<file path="src/design/fp_wb_pkg.sv">
// Floating-point writeback package
// Widths, id and opcode types, the min/max controller state encoding,
// and the packet structs shared by the writeback block and the top level

package fp_wb_pkg;

    ////////////////////////////////////////
    // Widths and constants
    localparam int FLEN = 32;
    localparam int ID_W = 4;
    localparam int FFLAGS_W = 5;

    // Units wired onto the writeback interface
    localparam int NUM_WB_UNITS = 2;

    // Quiet NaN, exponent all ones, top fraction bit only
    localparam logic [FLEN-1:0] CANON_NAN = 32'h7fc0_0000;

    typedef logic [ID_W-1:0] id_t;

    ////////////////////////////////////////
    // Opcodes and unit states
    typedef enum logic [2:0] {
        FSGNJ  = 3'd0,
        FSGNJN = 3'd1,
        FSGNJX = 3'd2,
        FMIN   = 3'd3,
        FMAX   = 3'd4
    } fp_op_e;

    typedef enum logic [1:0] {
        IDLE = 2'd0,
        BUSY = 2'd1,
        DONE = 2'd2
    } unit_state_e;

    ////////////////////////////////////////
    // Writeback packets
    // Register writeback, 37 bits
    typedef struct packed {
        logic valid;
        id_t id;
        logic [FLEN-1:0] data;
    } fp_wb_packet_t;

    // Exception flags, 10 bits, bit 4 of fflags is NV
    typedef struct packed {
        logic valid;
        id_t id;
        logic [FFLAGS_W-1:0] fflags;
    } fflags_wb_t;

endpackage

</file>
<file path="src/design/fp_unit_wb_if.sv">
// Unit to writeback interface
// One execution unit's finished result with its id and flags,
// and the ack returned by the writeback arbiter

`timescale 1ns/1ps

interface fp_unit_wb_if import fp_wb_pkg::*; ();

    id_t id;
    logic done;
    logic [FLEN-1:0] rd;
    logic [FFLAGS_W-1:0] fflags;
    logic ack;

    // Execution unit side, holds result until ack
    modport unit (
        output id, done, rd, fflags,
        input ack
    );

    // Arbiter side
    modport wb (
        input id, done, rd, fflags,
        output ack
    );

endinterface

</file>
<file path="src/design/fp_latency_timer.sv">
// Execution latency timer
// Down-counter loaded on start; expired marks the last busy cycle

`timescale 1ns/1ps

module fp_latency_timer #(
    parameter int LATENCY = 4
) (
    input logic clk,
    input logic rst,
    input logic start,
    output logic expired
);

    localparam int CNT_W = $clog2(LATENCY);

    logic [CNT_W-1:0] count;

    // Load LATENCY-1, count down, park at zero
    always_ff @(posedge clk) begin
        if (rst) begin
            count <= '0;
        end else if (start) begin
            count <= CNT_W'(LATENCY - 1);
        end else if (count != '0) begin
            count <= count - 1'b1;
        end
    end

    assign expired = (count == CNT_W'(1));

endmodule

</file>
<file path="src/design/fp_minmax_unit.sv">
// Min/max execution unit
// FMIN and FMAX with IEEE 754-2019 NaN and signed-zero handling,
// fixed LATENCY cycles from acceptance to done

`timescale 1ns/1ps

module fp_minmax_unit import fp_wb_pkg::*; #(
    parameter int LATENCY = 4
) (
    input logic clk,
    input logic rst,
    input logic start,
    input fp_op_e op,
    input id_t id,
    input logic [FLEN-1:0] a,
    input logic [FLEN-1:0] b,
    output logic ready,
    fp_unit_wb_if.unit wb
);

    localparam int FRAC_W = 23;
    localparam int EXP_W = FLEN - 1 - FRAC_W;

    logic timer_start;
    logic timer_expired;
    logic capture;
    logic ctrl_done;

    fp_op_e op_q;
    id_t id_q;
    logic [FLEN-1:0] a_q;
    logic [FLEN-1:0] b_q;

    logic a_nan;
    logic b_nan;
    logic a_snan;
    logic b_snan;
    logic a_lt_b;
    logic [FLEN-1:0] result;

    ////////////////////////////////////////
    // Control and timing
    fp_unit_ctrl ctrl (
        .clk (clk),
        .rst (rst),
        .start (start),
        .timer_expired (timer_expired),
        .ack (wb.ack),
        .ready (ready),
        .timer_start (timer_start),
        .capture (capture),
        .done (ctrl_done)
    );

    fp_latency_timer #(.LATENCY(LATENCY)) timer (
        .clk (clk),
        .rst (rst),
        .start (timer_start),
        .expired (timer_expired)
    );

    // Operand capture
    always_ff @(posedge clk) begin
        if (capture) begin
            op_q <= op;
            id_q <= id;
            a_q <= a;
            b_q <= b;
        end
    end

    ////////////////////////////////////////
    // Datapath
    // NaN: exponent all ones, fraction nonzero
    assign a_nan = (&a_q[FLEN-2 -: EXP_W]) & (|a_q[FRAC_W-1:0]);
    assign b_nan = (&b_q[FLEN-2 -: EXP_W]) & (|b_q[FRAC_W-1:0]);
    // Signaling when the quiet bit is clear
    assign a_snan = a_nan & ~a_q[FRAC_W-1];
    assign b_snan = b_nan & ~b_q[FRAC_W-1];

    // Sign-magnitude ordering, -0 below +0 through the sign test
    always_comb begin
        if (a_q[FLEN-1] != b_q[FLEN-1]) begin
            a_lt_b = a_q[FLEN-1];
        end else if (a_q[FLEN-1]) begin
            a_lt_b = a_q[FLEN-2:0] > b_q[FLEN-2:0];
        end else begin
            a_lt_b = a_q[FLEN-2:0] < b_q[FLEN-2:0];
        end
    end

    always_comb begin
        if (a_nan & b_nan) begin
            result = CANON_NAN;
        end else if (a_nan) begin
            result = b_q;
        end else if (b_nan) begin
            result = a_q;
        end else if (op_q == FMAX) begin
            result = a_lt_b ? b_q : a_q;
        end else begin
            result = a_lt_b ? a_q : b_q;
        end
    end

    // Only NV can be raised here
    always_comb begin
        wb.fflags = '0;
        wb.fflags[FFLAGS_W-1] = a_snan | b_snan;
    end

    assign wb.done = ctrl_done;
    assign wb.id = id_q;
    assign wb.rd = result;

endmodule

</file>
<file path="src/design/fp_sign_unit.sv">
// Sign-injection execution unit
// FSGNJ, FSGNJN and FSGNJX in one cycle; the result is registered
// and held on the writeback interface until acknowledged

`timescale 1ns/1ps

module fp_sign_unit import fp_wb_pkg::*; (
    input logic clk,
    input logic rst,
    input logic start,
    input fp_op_e op,
    input id_t id,
    input logic [FLEN-1:0] a,
    input logic [FLEN-1:0] b,
    output logic ready,
    fp_unit_wb_if.unit wb
);

    logic sign_res;
    logic result_held;
    logic [FLEN-1:0] rd_q;
    id_t id_q;

    // Sign selection per opcode
    always_comb begin
        case (op)
            FSGNJN: sign_res = ~b[FLEN-1];
            FSGNJX: sign_res = a[FLEN-1] ^ b[FLEN-1];
            default: sign_res = b[FLEN-1];
        endcase
    end

    // Single result slot
    always_ff @(posedge clk) begin
        if (rst) begin
            result_held <= 1'b0;
        end else if (start) begin
            result_held <= 1'b1;
        end else if (wb.ack) begin
            result_held <= 1'b0;
        end
    end

    // Magnitude of a with the injected sign
    always_ff @(posedge clk) begin
        if (start) begin
            rd_q <= {sign_res, a[FLEN-2:0]};
            id_q <= id;
        end
    end

    // Free slot, or slot emptying this cycle
    assign ready = ~result_held | wb.ack;

    assign wb.done = result_held;
    assign wb.id = id_q;
    assign wb.rd = rd_q;
    // Sign injection never raises exceptions
    assign wb.fflags = '0;

endmodule

</file>
<file path="src/design/fp_unit_ctrl.sv">
// Min/max unit controller
// Sequences one operation through idle, busy and done, starting the
// latency timer and the operand capture on acceptance

`timescale 1ns/1ps

module fp_unit_ctrl import fp_wb_pkg::*; (
    input logic clk,
    input logic rst,
    input logic start,
    input logic timer_expired,
    input logic ack,
    output logic ready,
    output logic timer_start,
    output logic capture,
    output logic done
);

    unit_state_e state;
    unit_state_e state_next;

    ////////////////////////////////////////
    // Next state
    always_comb begin
        state_next = state;
        case (state)
            IDLE: begin
                if (start) begin
                    state_next = BUSY;
                end
            end
            BUSY: begin
                // Timer expiry lands done on cycle LATENCY
                if (timer_expired) begin
                    state_next = DONE;
                end
            end
            DONE: begin
                if (ack) begin
                    state_next = IDLE;
                end
            end
            default: state_next = IDLE;
        endcase
    end

    always_ff @(posedge clk) begin
        if (rst) begin
            state <= IDLE;
        end else begin
            state <= state_next;
        end
    end

    ////////////////////////////////////////
    // Outputs
    assign ready = (state == IDLE);
    // Same cycle as the accepted start
    assign timer_start = ready & start;
    assign capture = ready & start;
    assign done = (state == DONE);

endmodule

</file>
<file path="src/design/fp_wb_top.sv">
// Floating-point execution back end
// Routes each dispatched operation to the sign or min/max unit and
// presents the arbitrated writeback, flag and snoop results

`timescale 1ns/1ps

module fp_wb_top import fp_wb_pkg::*; #(
    parameter int LATENCY = 4
) (
    input logic clk,
    input logic rst,
    input logic issue_valid,
    output logic issue_ready,
    input fp_op_e issue_op,
    input id_t issue_id,
    input logic [FLEN-1:0] issue_a,
    input logic [FLEN-1:0] issue_b,
    output logic wb_valid,
    output id_t wb_id,
    output logic [FLEN-1:0] wb_data,
    output logic flags_valid,
    output id_t flags_id,
    output logic [FFLAGS_W-1:0] flags,
    output logic snoop_valid,
    output id_t snoop_id,
    output logic [FLEN-1:0] snoop_data
);

    logic to_minmax;
    logic sign_ready;
    logic minmax_ready;
    logic issue_fire;

    fp_wb_packet_t wb_packet;
    fflags_wb_t fflags_packet;
    fp_wb_packet_t snoop_packet;

    // 0 is the sign unit, 1 the min/max unit
    fp_unit_wb_if unit_wb [NUM_WB_UNITS] ();

    ////////////////////////////////////////
    // Dispatch decode
    assign to_minmax = (issue_op == FMIN) || (issue_op == FMAX);
    assign issue_ready = to_minmax ? minmax_ready : sign_ready;
    assign issue_fire = issue_valid & issue_ready;

    fp_sign_unit sign_unit (
        .clk (clk),
        .rst (rst),
        .start (issue_fire & ~to_minmax),
        .op (issue_op),
        .id (issue_id),
        .a (issue_a),
        .b (issue_b),
        .ready (sign_ready),
        .wb (unit_wb[0])
    );

    fp_minmax_unit #(.LATENCY(LATENCY)) minmax_unit (
        .clk (clk),
        .rst (rst),
        .start (issue_fire & to_minmax),
        .op (issue_op),
        .id (issue_id),
        .a (issue_a),
        .b (issue_b),
        .ready (minmax_ready),
        .wb (unit_wb[1])
    );

    fp_writeback writeback (
        .clk (clk),
        .rst (rst),
        .unit_wb (unit_wb),
        .wb_packet (wb_packet),
        .fflags_packet (fflags_packet),
        .snoop_packet (snoop_packet)
    );

    ////////////////////////////////////////
    // Packet unpacking
    assign wb_valid = wb_packet.valid;
    assign wb_id = wb_packet.id;
    assign wb_data = wb_packet.data;

    assign flags_valid = fflags_packet.valid;
    assign flags_id = fflags_packet.id;
    assign flags = fflags_packet.fflags;

    assign snoop_valid = snoop_packet.valid;
    assign snoop_id = snoop_packet.id;
    assign snoop_data = snoop_packet.data;

endmodule

</file>
<file path="src/design/fp_writeback.sv">
// Writeback arbiter
// Fixed-priority select of one finished unit per cycle, lowest index
// first, with the flag packet and a registered snoop copy

`timescale 1ns/1ps

module fp_writeback import fp_wb_pkg::*; (
    input logic clk,
    input logic rst,
    fp_unit_wb_if.wb unit_wb [NUM_WB_UNITS],
    output fp_wb_packet_t wb_packet,
    output fflags_wb_t fflags_packet,
    output fp_wb_packet_t snoop_packet
);

    localparam int SEL_W = (NUM_WB_UNITS > 1) ? $clog2(NUM_WB_UNITS) : 1;

    logic [NUM_WB_UNITS-1:0] unit_done;
    logic [NUM_WB_UNITS-1:0] unit_ack;
    id_t unit_id [NUM_WB_UNITS];
    logic [FLEN-1:0] unit_rd [NUM_WB_UNITS];
    logic [FFLAGS_W-1:0] unit_fflags [NUM_WB_UNITS];
    logic [SEL_W-1:0] sel;
    logic any_done;

    ////////////////////////////////////////
    // Flatten interfaces into indexable arrays
    for (genvar i = 0; i < NUM_WB_UNITS; i++) begin : g_unit
        assign unit_done[i] = unit_wb[i].done;
        assign unit_id[i] = unit_wb[i].id;
        assign unit_rd[i] = unit_wb[i].rd;
        assign unit_fflags[i] = unit_wb[i].fflags;
        assign unit_wb[i].ack = unit_ack[i];
    end

    ////////////////////////////////////////
    // Priority select
    // Downward scan leaves the lowest done index
    always_comb begin
        sel = '0;
        for (int i = NUM_WB_UNITS - 1; i >= 0; i--) begin
            if (unit_done[i]) begin
                sel = SEL_W'(i);
            end
        end
    end

    assign any_done = |unit_done;

    always_comb begin
        wb_packet.valid = any_done;
        wb_packet.id = unit_id[sel];
        wb_packet.data = unit_rd[sel];

        fflags_packet.valid = any_done;
        fflags_packet.id = unit_id[sel];
        fflags_packet.fflags = unit_fflags[sel];

        // Losers keep done high and retry
        unit_ack = '0;
        unit_ack[sel] = any_done;
    end

    ////////////////////////////////////////
    // Snoop copy for store forwarding
    always_ff @(posedge clk) begin
        if (rst) begin
            snoop_packet.valid <= 1'b0;
        end else begin
            snoop_packet.valid <= wb_packet.valid;
        end
        snoop_packet.id <= wb_packet.id;
        snoop_packet.data <= wb_packet.data;
    end

endmodule

</file>
<file path="config.mk">
export PLATFORM = sky130hd
export DESIGN_NAME = fp_wb_top
export DESIGN_NICKNAME = d
export VERILOG_FILES = /design/src/design/fp_wb_pkg.sv /design/src/design/fp_unit_wb_if.sv /design/src/design/fp_latency_timer.sv /design/src/design/fp_minmax_unit.sv /design/src/design/fp_sign_unit.sv /design/src/design/fp_unit_ctrl.sv /design/src/design/fp_wb_top.sv /design/src/design/fp_writeback.sv
export SDC_FILE = /design/constraint.sdc
export NUM_CORES = 1
export LEC_CHECK = 0
export ABC_CLOCK_PERIOD_IN_PS = 3700
export BUFFER_PORTS_ARGS = -buffer_cell sky130_fd_sc_hd__buf_2
export CAP_MARGIN = 10
export CORE_ASPECT_RATIO = 0.75
export CORE_MARGIN = 2
export CORE_UTILIZATION = 42
export DETAILED_ROUTE_END_ITERATION = 16
export PLACE_DENSITY = 0.68
export SYNTH_ARGS = -nofsm -noshare
export SYNTH_HDL_FRONTEND = slang
export SYNTH_SLANG_ARGS = --single-unit
</file>
<file path="constraint.sdc">
create_clock -name clk -period 3.7 [get_ports clk]
set_input_delay 0.37 -clock clk [delete_from_list [all_inputs] [get_ports clk]]
set_output_delay 0.37 -clock clk [all_outputs]
set_load 0.01 [all_outputs]
</file>
; ---- Yosys cells after proc, flatten, opt, wreduce, memory -nomap -nowiden
; Index checks and enable logic that the tools add are counted.
[totals]
regBits = 149
latchBits = 0
ramBits = 0
romBits = 0
in_bits = 74
out_inout_bits = 85
word_cells = 92
memories = 0
[classes]
n_addsub = 1
multipliers = 0
div_mod_pow = 0
magnitude_cmp = 5
eq_ne = 12
shift = 0
n_mux = 31
bitwise_logic = 19
reduce_logical = 12
[op_table]
columns = operator, count
row1 = 32-bit 2-to-1 mux, 9
row2 = 23-bit OR reduction, 2
row3 = 31-bit greater-than comparator, 1
row4 = 31-bit < comparator, 1
row5 = 8-bit AND reduction, 2
row6 = 5-bit 2-to-1 mux, 3
row7 = 4-bit 2-to-1 mux, 3
row8 = 2-bit 2-to-1 mux, 5
row9 = 1-bit bitwise AND, 9
row10 = 1-bit 2-to-1 mux, 8
row11 = 3-bit by 2-bit == test with 1-bit output (second input constant), 2
row12 = 3-bit == test (second input constant), 2
row13 = 2-bit case mux with 3 select lines, 1
row14 = 2-bit nonzero test, 3
row15 = 1-bit NOT, 5
row16 = 2-bit by 1-bit == test with 1-bit output (second input constant), 2
row17 = 2-bit by 1-bit != test with 1-bit output (second input constant), 2
row18 = 3-bit by 1-bit == test with 1-bit output (second input constant), 1
row19 = 3-bit AND reduction, 1
row20 = 2-bit bitwise AND, 1
row21 = 2-bit == test (second input constant), 1
row22 = 2-bit >= comparator (second input constant), 1
row23 = 2-bit logical NOT, 1
row24 = 1-bit by 2-bit < comparator with 1-bit output (second input constant), 1
row25 = 12 further kinds, 13

; ---- Logic depth before layout (Yosys ltp)
[logic_depth]
depth_word = 14
depth_mapped = 11
ltp_nobuf = 10

; ---- Modules after synthesis
; From an unflattened synthesis, not the netlist that was laid out.
[unflattened]
hier_cells = 492
hier_area_um2 = 6812.8
[modules_own_cells]
columns = mod, instances, cells_per_inst, area_per_inst_um2, seq_area_each_um2
row1 = fp_minmax_unit, 1, 313, 3801.1, 2132.0
row2 = fp_writeback, 1, 94, 1520.2, 740.7
row3 = fp_sign_unit, 1, 50, 1201.2, 1101.1
row4 = fp_latency_timer, 1, 11, 108.9, 40.0
row5 = fp_unit_ctrl, 1, 12, 108.9, 40.0
row6 = fp_wb_top, 1, 12, 72.6, 0.0

; ---- Least setup slack after synthesis
; Ideal clock, no wire load.
[synth_path]
kind = register -> output
start = register minmax_unit.a_q[14]
end = output wb_data[10]
t_arrival_ps = 2776
required_ps = 3330
path_slack_ps = 554
path_stages_with_launch = 11
path_buffers = 1
cell_sequence = edfxtp_1 > ha_1 > a21oi_2 > o21ai_1 > a2111o_1 > o21a_4 > o2111a_2 > nor4_4 > and2_4 > buf_8 > a221o_1
[synth_between]
elab_chain_cells = 11
elab_cells_between_ends = 16
cone_classes = order compare: 2 / mux: 11 / bitwise: 2 / reduce/logical: 1
[synth_lines]
columns = item, line
row1 = start: declaration, fp_minmax_unit.sv:31  ; logic [FLEN-1:0] a_q;
row2 = start signal: assignment, fp_minmax_unit.sv:67  ; a_q <= a;
row3 = 31-bit < comparator / 31-bit greater-than comparator (equally long branches), "fp_minmax_unit.sv:88, fp_minmax_unit.sv:86"
row4 = 1-bit 2-to-1 mux, fp_minmax_unit.sv:85  ; end else if (a_q[FLEN-1]) begin
row5 = 1-bit 2-to-1 mux, fp_minmax_unit.sv:83  ; if (a_q[FLEN-1] != b_q[FLEN-1]) begin
row6 = "32-bit 2-to-1 mux, on equally long branches", "fp_minmax_unit.sv:102, fp_minmax_unit.sv:100"
row7 = 32-bit 2-to-1 mux, fp_minmax_unit.sv:99  ; end else if (op_q == FMAX) begin
row8 = 32-bit 2-to-1 mux, fp_minmax_unit.sv:97  ; end else if (b_nan) begin
row9 = 32-bit 2-to-1 mux, fp_minmax_unit.sv:95  ; end else if (a_nan) begin
row10 = 32-bit 2-to-1 mux (*), fp_minmax_unit.sv:93  ; if (a_nan & b_nan) begin
row11 = 32-bit 2-to-1 mux (implied by the code) (*) (3 in series), fp_writeback.sv:53  ; wb_packet.data = unit_rd[sel];
row12 = end: declaration, fp_wb_top.sv:20  ; output logic [FLEN-1:0] wb_data,
; Every way passes the cells marked *; elsewhere a longest branch is shown, timed or not. The select of a mux whose other input is x is not followed.

; ---- Final worst setup path
[layout_path]
start = register minmax_unit.b_q[26]
end = output wb_data[10]
[layout_between]
elab_chain_cells = 11
elab_cells_between_ends = 16
cone_classes = order compare: 2 / mux: 11 / bitwise: 2 / reduce/logical: 1
[layout_lines]
columns = item, line
row1 = start: declaration, fp_minmax_unit.sv:32  ; logic [FLEN-1:0] b_q;
row2 = start signal: assignment, fp_minmax_unit.sv:68  ; b_q <= b;
row3 = 31-bit < comparator / 31-bit greater-than comparator (equally long branches), "fp_minmax_unit.sv:88, fp_minmax_unit.sv:86"
row4 = 1-bit 2-to-1 mux, fp_minmax_unit.sv:85
row5 = 1-bit 2-to-1 mux, fp_minmax_unit.sv:83
row6 = "32-bit 2-to-1 mux, on equally long branches", "fp_minmax_unit.sv:102, fp_minmax_unit.sv:100"
row7 = 32-bit 2-to-1 mux, fp_minmax_unit.sv:99
row8 = 32-bit 2-to-1 mux, fp_minmax_unit.sv:97
row9 = 32-bit 2-to-1 mux, fp_minmax_unit.sv:95
row10 = 32-bit 2-to-1 mux (*), fp_minmax_unit.sv:93
row11 = 32-bit 2-to-1 mux (implied by the code) (*) (3 in series), fp_writeback.sv:53
; Marked as above.

==> results by group <==
Power
  – Max VDD drop: 338 uV
  – Pwr dens: 496 nW/um^2
  – Pwr Total: 4.32 mW
  – Leak: about 3.6 nW

Global route
  – First-pass GRT wire length: 25,700 um
  – Grt total ovfl: 0
  – Initial antenna violation count: 0
  – Total GRT Usage: 21.2%
  – Number of global-route vias before repair: 4,819
  – Largest net degree at the start of global routing: 42

Place
  – Final HPWL DP: about 11,000 um
  – Buffers on Ports: between 150 and 200
  – GP Congestion: approximately 0.80
  – Pre-CTS setup slack: 122 ps

Detailed routing
  – Via density: roughly 5.3
  – Routed wire length: between 15,000 and 20,000 um
  – Drt initial violations: 361
  – Post-route DRC: 0
  – Vias post-DR: 4,686
  – Drt pass-1 iters: 5
  – WL per Instance: 19.1 um
  – Post-DRT Antenna Nets: 0

Floorplanning
  – Die area: 16,100 sq um
  – Initial Utilization: 43.4%
  – Die height: 110 um
  – Core area: 14,600 sq um
  – I/O pin count: 159
  – Die Wd: 146 um
  – Core Rows: 38

Timing
  – Pins Over Slew Limit: 0
  – Hold Vio Cnt, Final: 0
  – Final setup fails: 31
  – Shortest period the worst path allows: between 3000 and 4000 ps
  – Post-route setup slack: -255 ps
  – Slew headroom: a little over half
  – Max Clk Rate: 253 MHz
  – Slew at the pin with the worst max-slew slack: 677 ps
  – Clk_skew: 11.2 ps
  – Setup TNS: -5920 ps
  – RSZ-0062 raised after global routing: yes
  – Final period utilization: 107%

Setup path
  – Crit path max-delay cell type: edfxtp_1
  – Worst Setup End Kind: output pin
  – Startpoint Class: flop
  – Crit path from: minmax_unit.b_q[26]
  – Kind of critical path: reg2out
  – Worst path arrival time: approximately 3600 ps
  – Cell Chain, Critical Path: inv_1 -> ha_4 -> a21oi_1 -> o21ai_0 -> a22oi_1 -> nand2_4 -> o311ai_4 -> nor4b_4 -> and3_4 -> bufbuf_16 -> a221o_1 -> buf_2
  – Worst endpoint required time: 3330 ps
  – RR Startpoint: minmax_unit.b_q[26]
  – CP Buf/Inv Count: 3
  – Max stage delay on crit path: between 400 and 500 ps
  – Worst path top cell family by delay: compound AO/OA/AOI/OAI gates
  – Crit-path max FO: 8

CTS
  – Clk root buf: clkbuf_16
  – H-tree depth: 4
  – CTS Buffer Depth: 2
  – Worst-skew pair later-pin latency: 430 ps
  – Clock sinks: ~150
  – CTS clock-pin slew for the worst setup and hold paths: 60 ps
  – CTS tree: done
  – Post-CTS Hold Buffers: 0
  – Total CTS buffers: 17

Yosys
  – Number of synthesized flops with an enable pin: ~110
  – Sequential share of the synthesized area: 64.0%
  – Avg Cell Area, Syn: approximately 14 sq um
  – Asr flop ratio synth: 0%
  – Synth warn: 0
  – Mapped cell area: 6330 sq um
  – #FFs+latches synth: 149
  – Top_reg_cell synth: edfxtp_1
  – Post-Synthesis Cells: 456
  – Distinct cells, synth: 63

Run status
  – Status: finished with violations
  – Failing checks: setup timing

Cells and area
  – Multi-input logic area: 2350 sq um
  – FF/Latch Area: just over 4000 sq um
  – Layout fillers: ~1.1k
  – Fraction of layout cells with a size suffix above 1: 45.7%
  – # diodes: 0
  – Final-stage net count: 779
  – Synthesis-to-layout area growth: 37.7%

Worst hold path
  – Hold WC Path Type: in2reg
  – Min-Delay Startpoint: issue_b[20]

Job
  – MaxCap Viol Count: 0
[worst reg2reg max path, stage by stage (launching register included)]
cell	delay, ps
edfxtp_1	450
inv_1	140
ha_4	220
a21oi_1	130
o21ai_0	170
a22oi_1	400
nand2_4	160
o311ai_4	390
nor4b_4	100
and3_4	220
buf_12	140
buf_12	130
a221o_1	360
buf_4	140
[synth_stat cells (2+ instances only)]
cell | count | area [sq um]
a2111o_1 | 2 | 22.5
a21oi_1 | 20 | 100
a21oi_2 | 4 | 35.0
a221o_1 | 22 | 220
and2_1 | 2 | 12.5
and2b_1 | 20 | 150
and2b_2 | 2 | 17.5
and3_1 | 2 | 12.5
and4_2 | 2 | 20.0
buf_4 | 11 | 82.6
buf_8 | 2 | 30.0
clkbuf_1 | 3 | 11.3
dfxtp_1 | 42 | 841
edfxtp_1 | 107 | 3210
ha_1 | 35 | 438
inv_1 | 39 | 146
mux2_2 | 5 | 56.3
mux2i_1 | 5 | 50.1
nand2_1 | 17 | 63.8
nand3_1 | 6 | 30.0
nand3b_1 | 3 | 22.5
nand4_1 | 11 | 68.8
nor2_1 | 19 | 71.3
nor2b_1 | 3 | 18.8
nor3_1 | 5 | 25.0
nor4_1 | 10 | 62.6
nor4b_1 | 2 | 17.5
o2111ai_1 | 3 | 26.3
o211ai_1 | 3 | 22.5
o21ai_0 | 7 | 35.0
o21ai_1 | 2 | 10.0
o221a_2 | 4 | 45.0
or2_2 | 5 | 31.3
xor2_1 | 2 | 17.5
[report_power, final]
part	internal [mW]	switching, mW	total, mW
Sequential	1.93	0.0521	1.98
Combinational	0.263	0.288	0.551
Clock	1.12	0.673	1.79
[path summary, 6_finish.rpt]
path	slack, ps	end	cells past startpoint
max reg2reg	450	writeback.snoop_packet[16]	13
max	-250	wb_data[10]	12
min	120	minmax_unit.b_q[20]	1
min reg2reg	460	minmax_unit.ctrl.state[1]	2
[cells by family after synthesis]
group                    synth area share, %
AO/OA/AOI/OAI                           10.3
XOR/XNOR                               0.277
adder cells (fa/ha/maj)                 6.91
buffers and inverters                   4.74
flip-flops                              64.0
multiplexers                            1.68
other                                 0.0592
AND/OR/NAND/NOR                         12.0
[flip-flops by register name (all words and copies together) (netlist names)]
name / flops
writeback.snoop_packet: 37
minmax_unit.a_q: 32
minmax_unit.b_q: 32
sign_unit.wb.rd: 32
minmax_unit.wb.id: 4
sign_unit.wb.id: 4
minmax_unit.op_q: 3
minmax_unit.ctrl.state: 2
minmax_unit.timer.count: 2
sign_unit.wb.done: 1
[per-stage QoR]
step | std cells | hold slack, ps | cell area [sq um] | util [%]
final | 883 | 116 | 8720 | 59.7
after global routing | 883 | 103 | 8720 | 59.7
after CTS | 871 | 100 | 8480 | 58.1
after detailed placement | 803 | 460 | 7300 | 50.0
after global placement | 803 | 444 | 7300 | 50.0
after floorplan | 459 | 430 | 6340 | -
[what timing repair did]
item	4_1_cts	5_1_grt
pin swaps	23	9
cloned	2	0
setup endpoints to repair	31	31
gates resized for setup	39	23
buffers inserted	34	12
[final cells by class]
| type | count | area share (%) |
|---|---|---|
| timing repair buffer | 211 | 15.0 |
| sequential | 149 | 46.5 |
| clock buffer | 18 | 4.92 |
| inverter | 39 | 1.68 |
| multi-input combinational | 252 | 27.0 |
| clock inverter | 14 | 2.11 |
| tap | 200 | 2.87 |
[per-layer routing]
metal  routed length [um]  track usage (%)  share of wire [%]
met3                 1450             6.46                8.6
met2                 7840             34.2                 47
met1                 7190             27.3                 43
met4                  369             8.19                2.2
met5                    0                0                  0
[layout by cell type, fill, tap and decap left out, drive strengths merged, types with 4 or more instances in the layout]
| master | netlist | layout |
|---|---|---|
| buf | 15 | 210 |
| edfxtp | 107 | 107 |
| dfxtp | 42 | 42 |
| inv | 39 | 40 |
| ha | 35 | 35 |
| a21oi | 24 | 24 |
| a221o | 22 | 22 |
| and2b | 22 | 22 |
| nor2 | 19 | 19 |
| clkbuf | 4 | 18 |
| nand2 | 17 | 17 |
| nand4 | 12 | 12 |
| nor4 | 12 | 12 |
| o21ai | 10 | 10 |
| nor3 | 6 | 6 |
| nand3 | 6 | 6 |
| clkinv | 0 | 6 |
| or2 | 5 | 5 |
| mux2 | 5 | 5 |
| mux2i | 5 | 5 |
| o221a | 4 | 4 |
| conb | 1 | 4 |
| bufinv | 0 | 4 |
| and2 | 4 | 4 |
(Power assumes the default switching activity.)
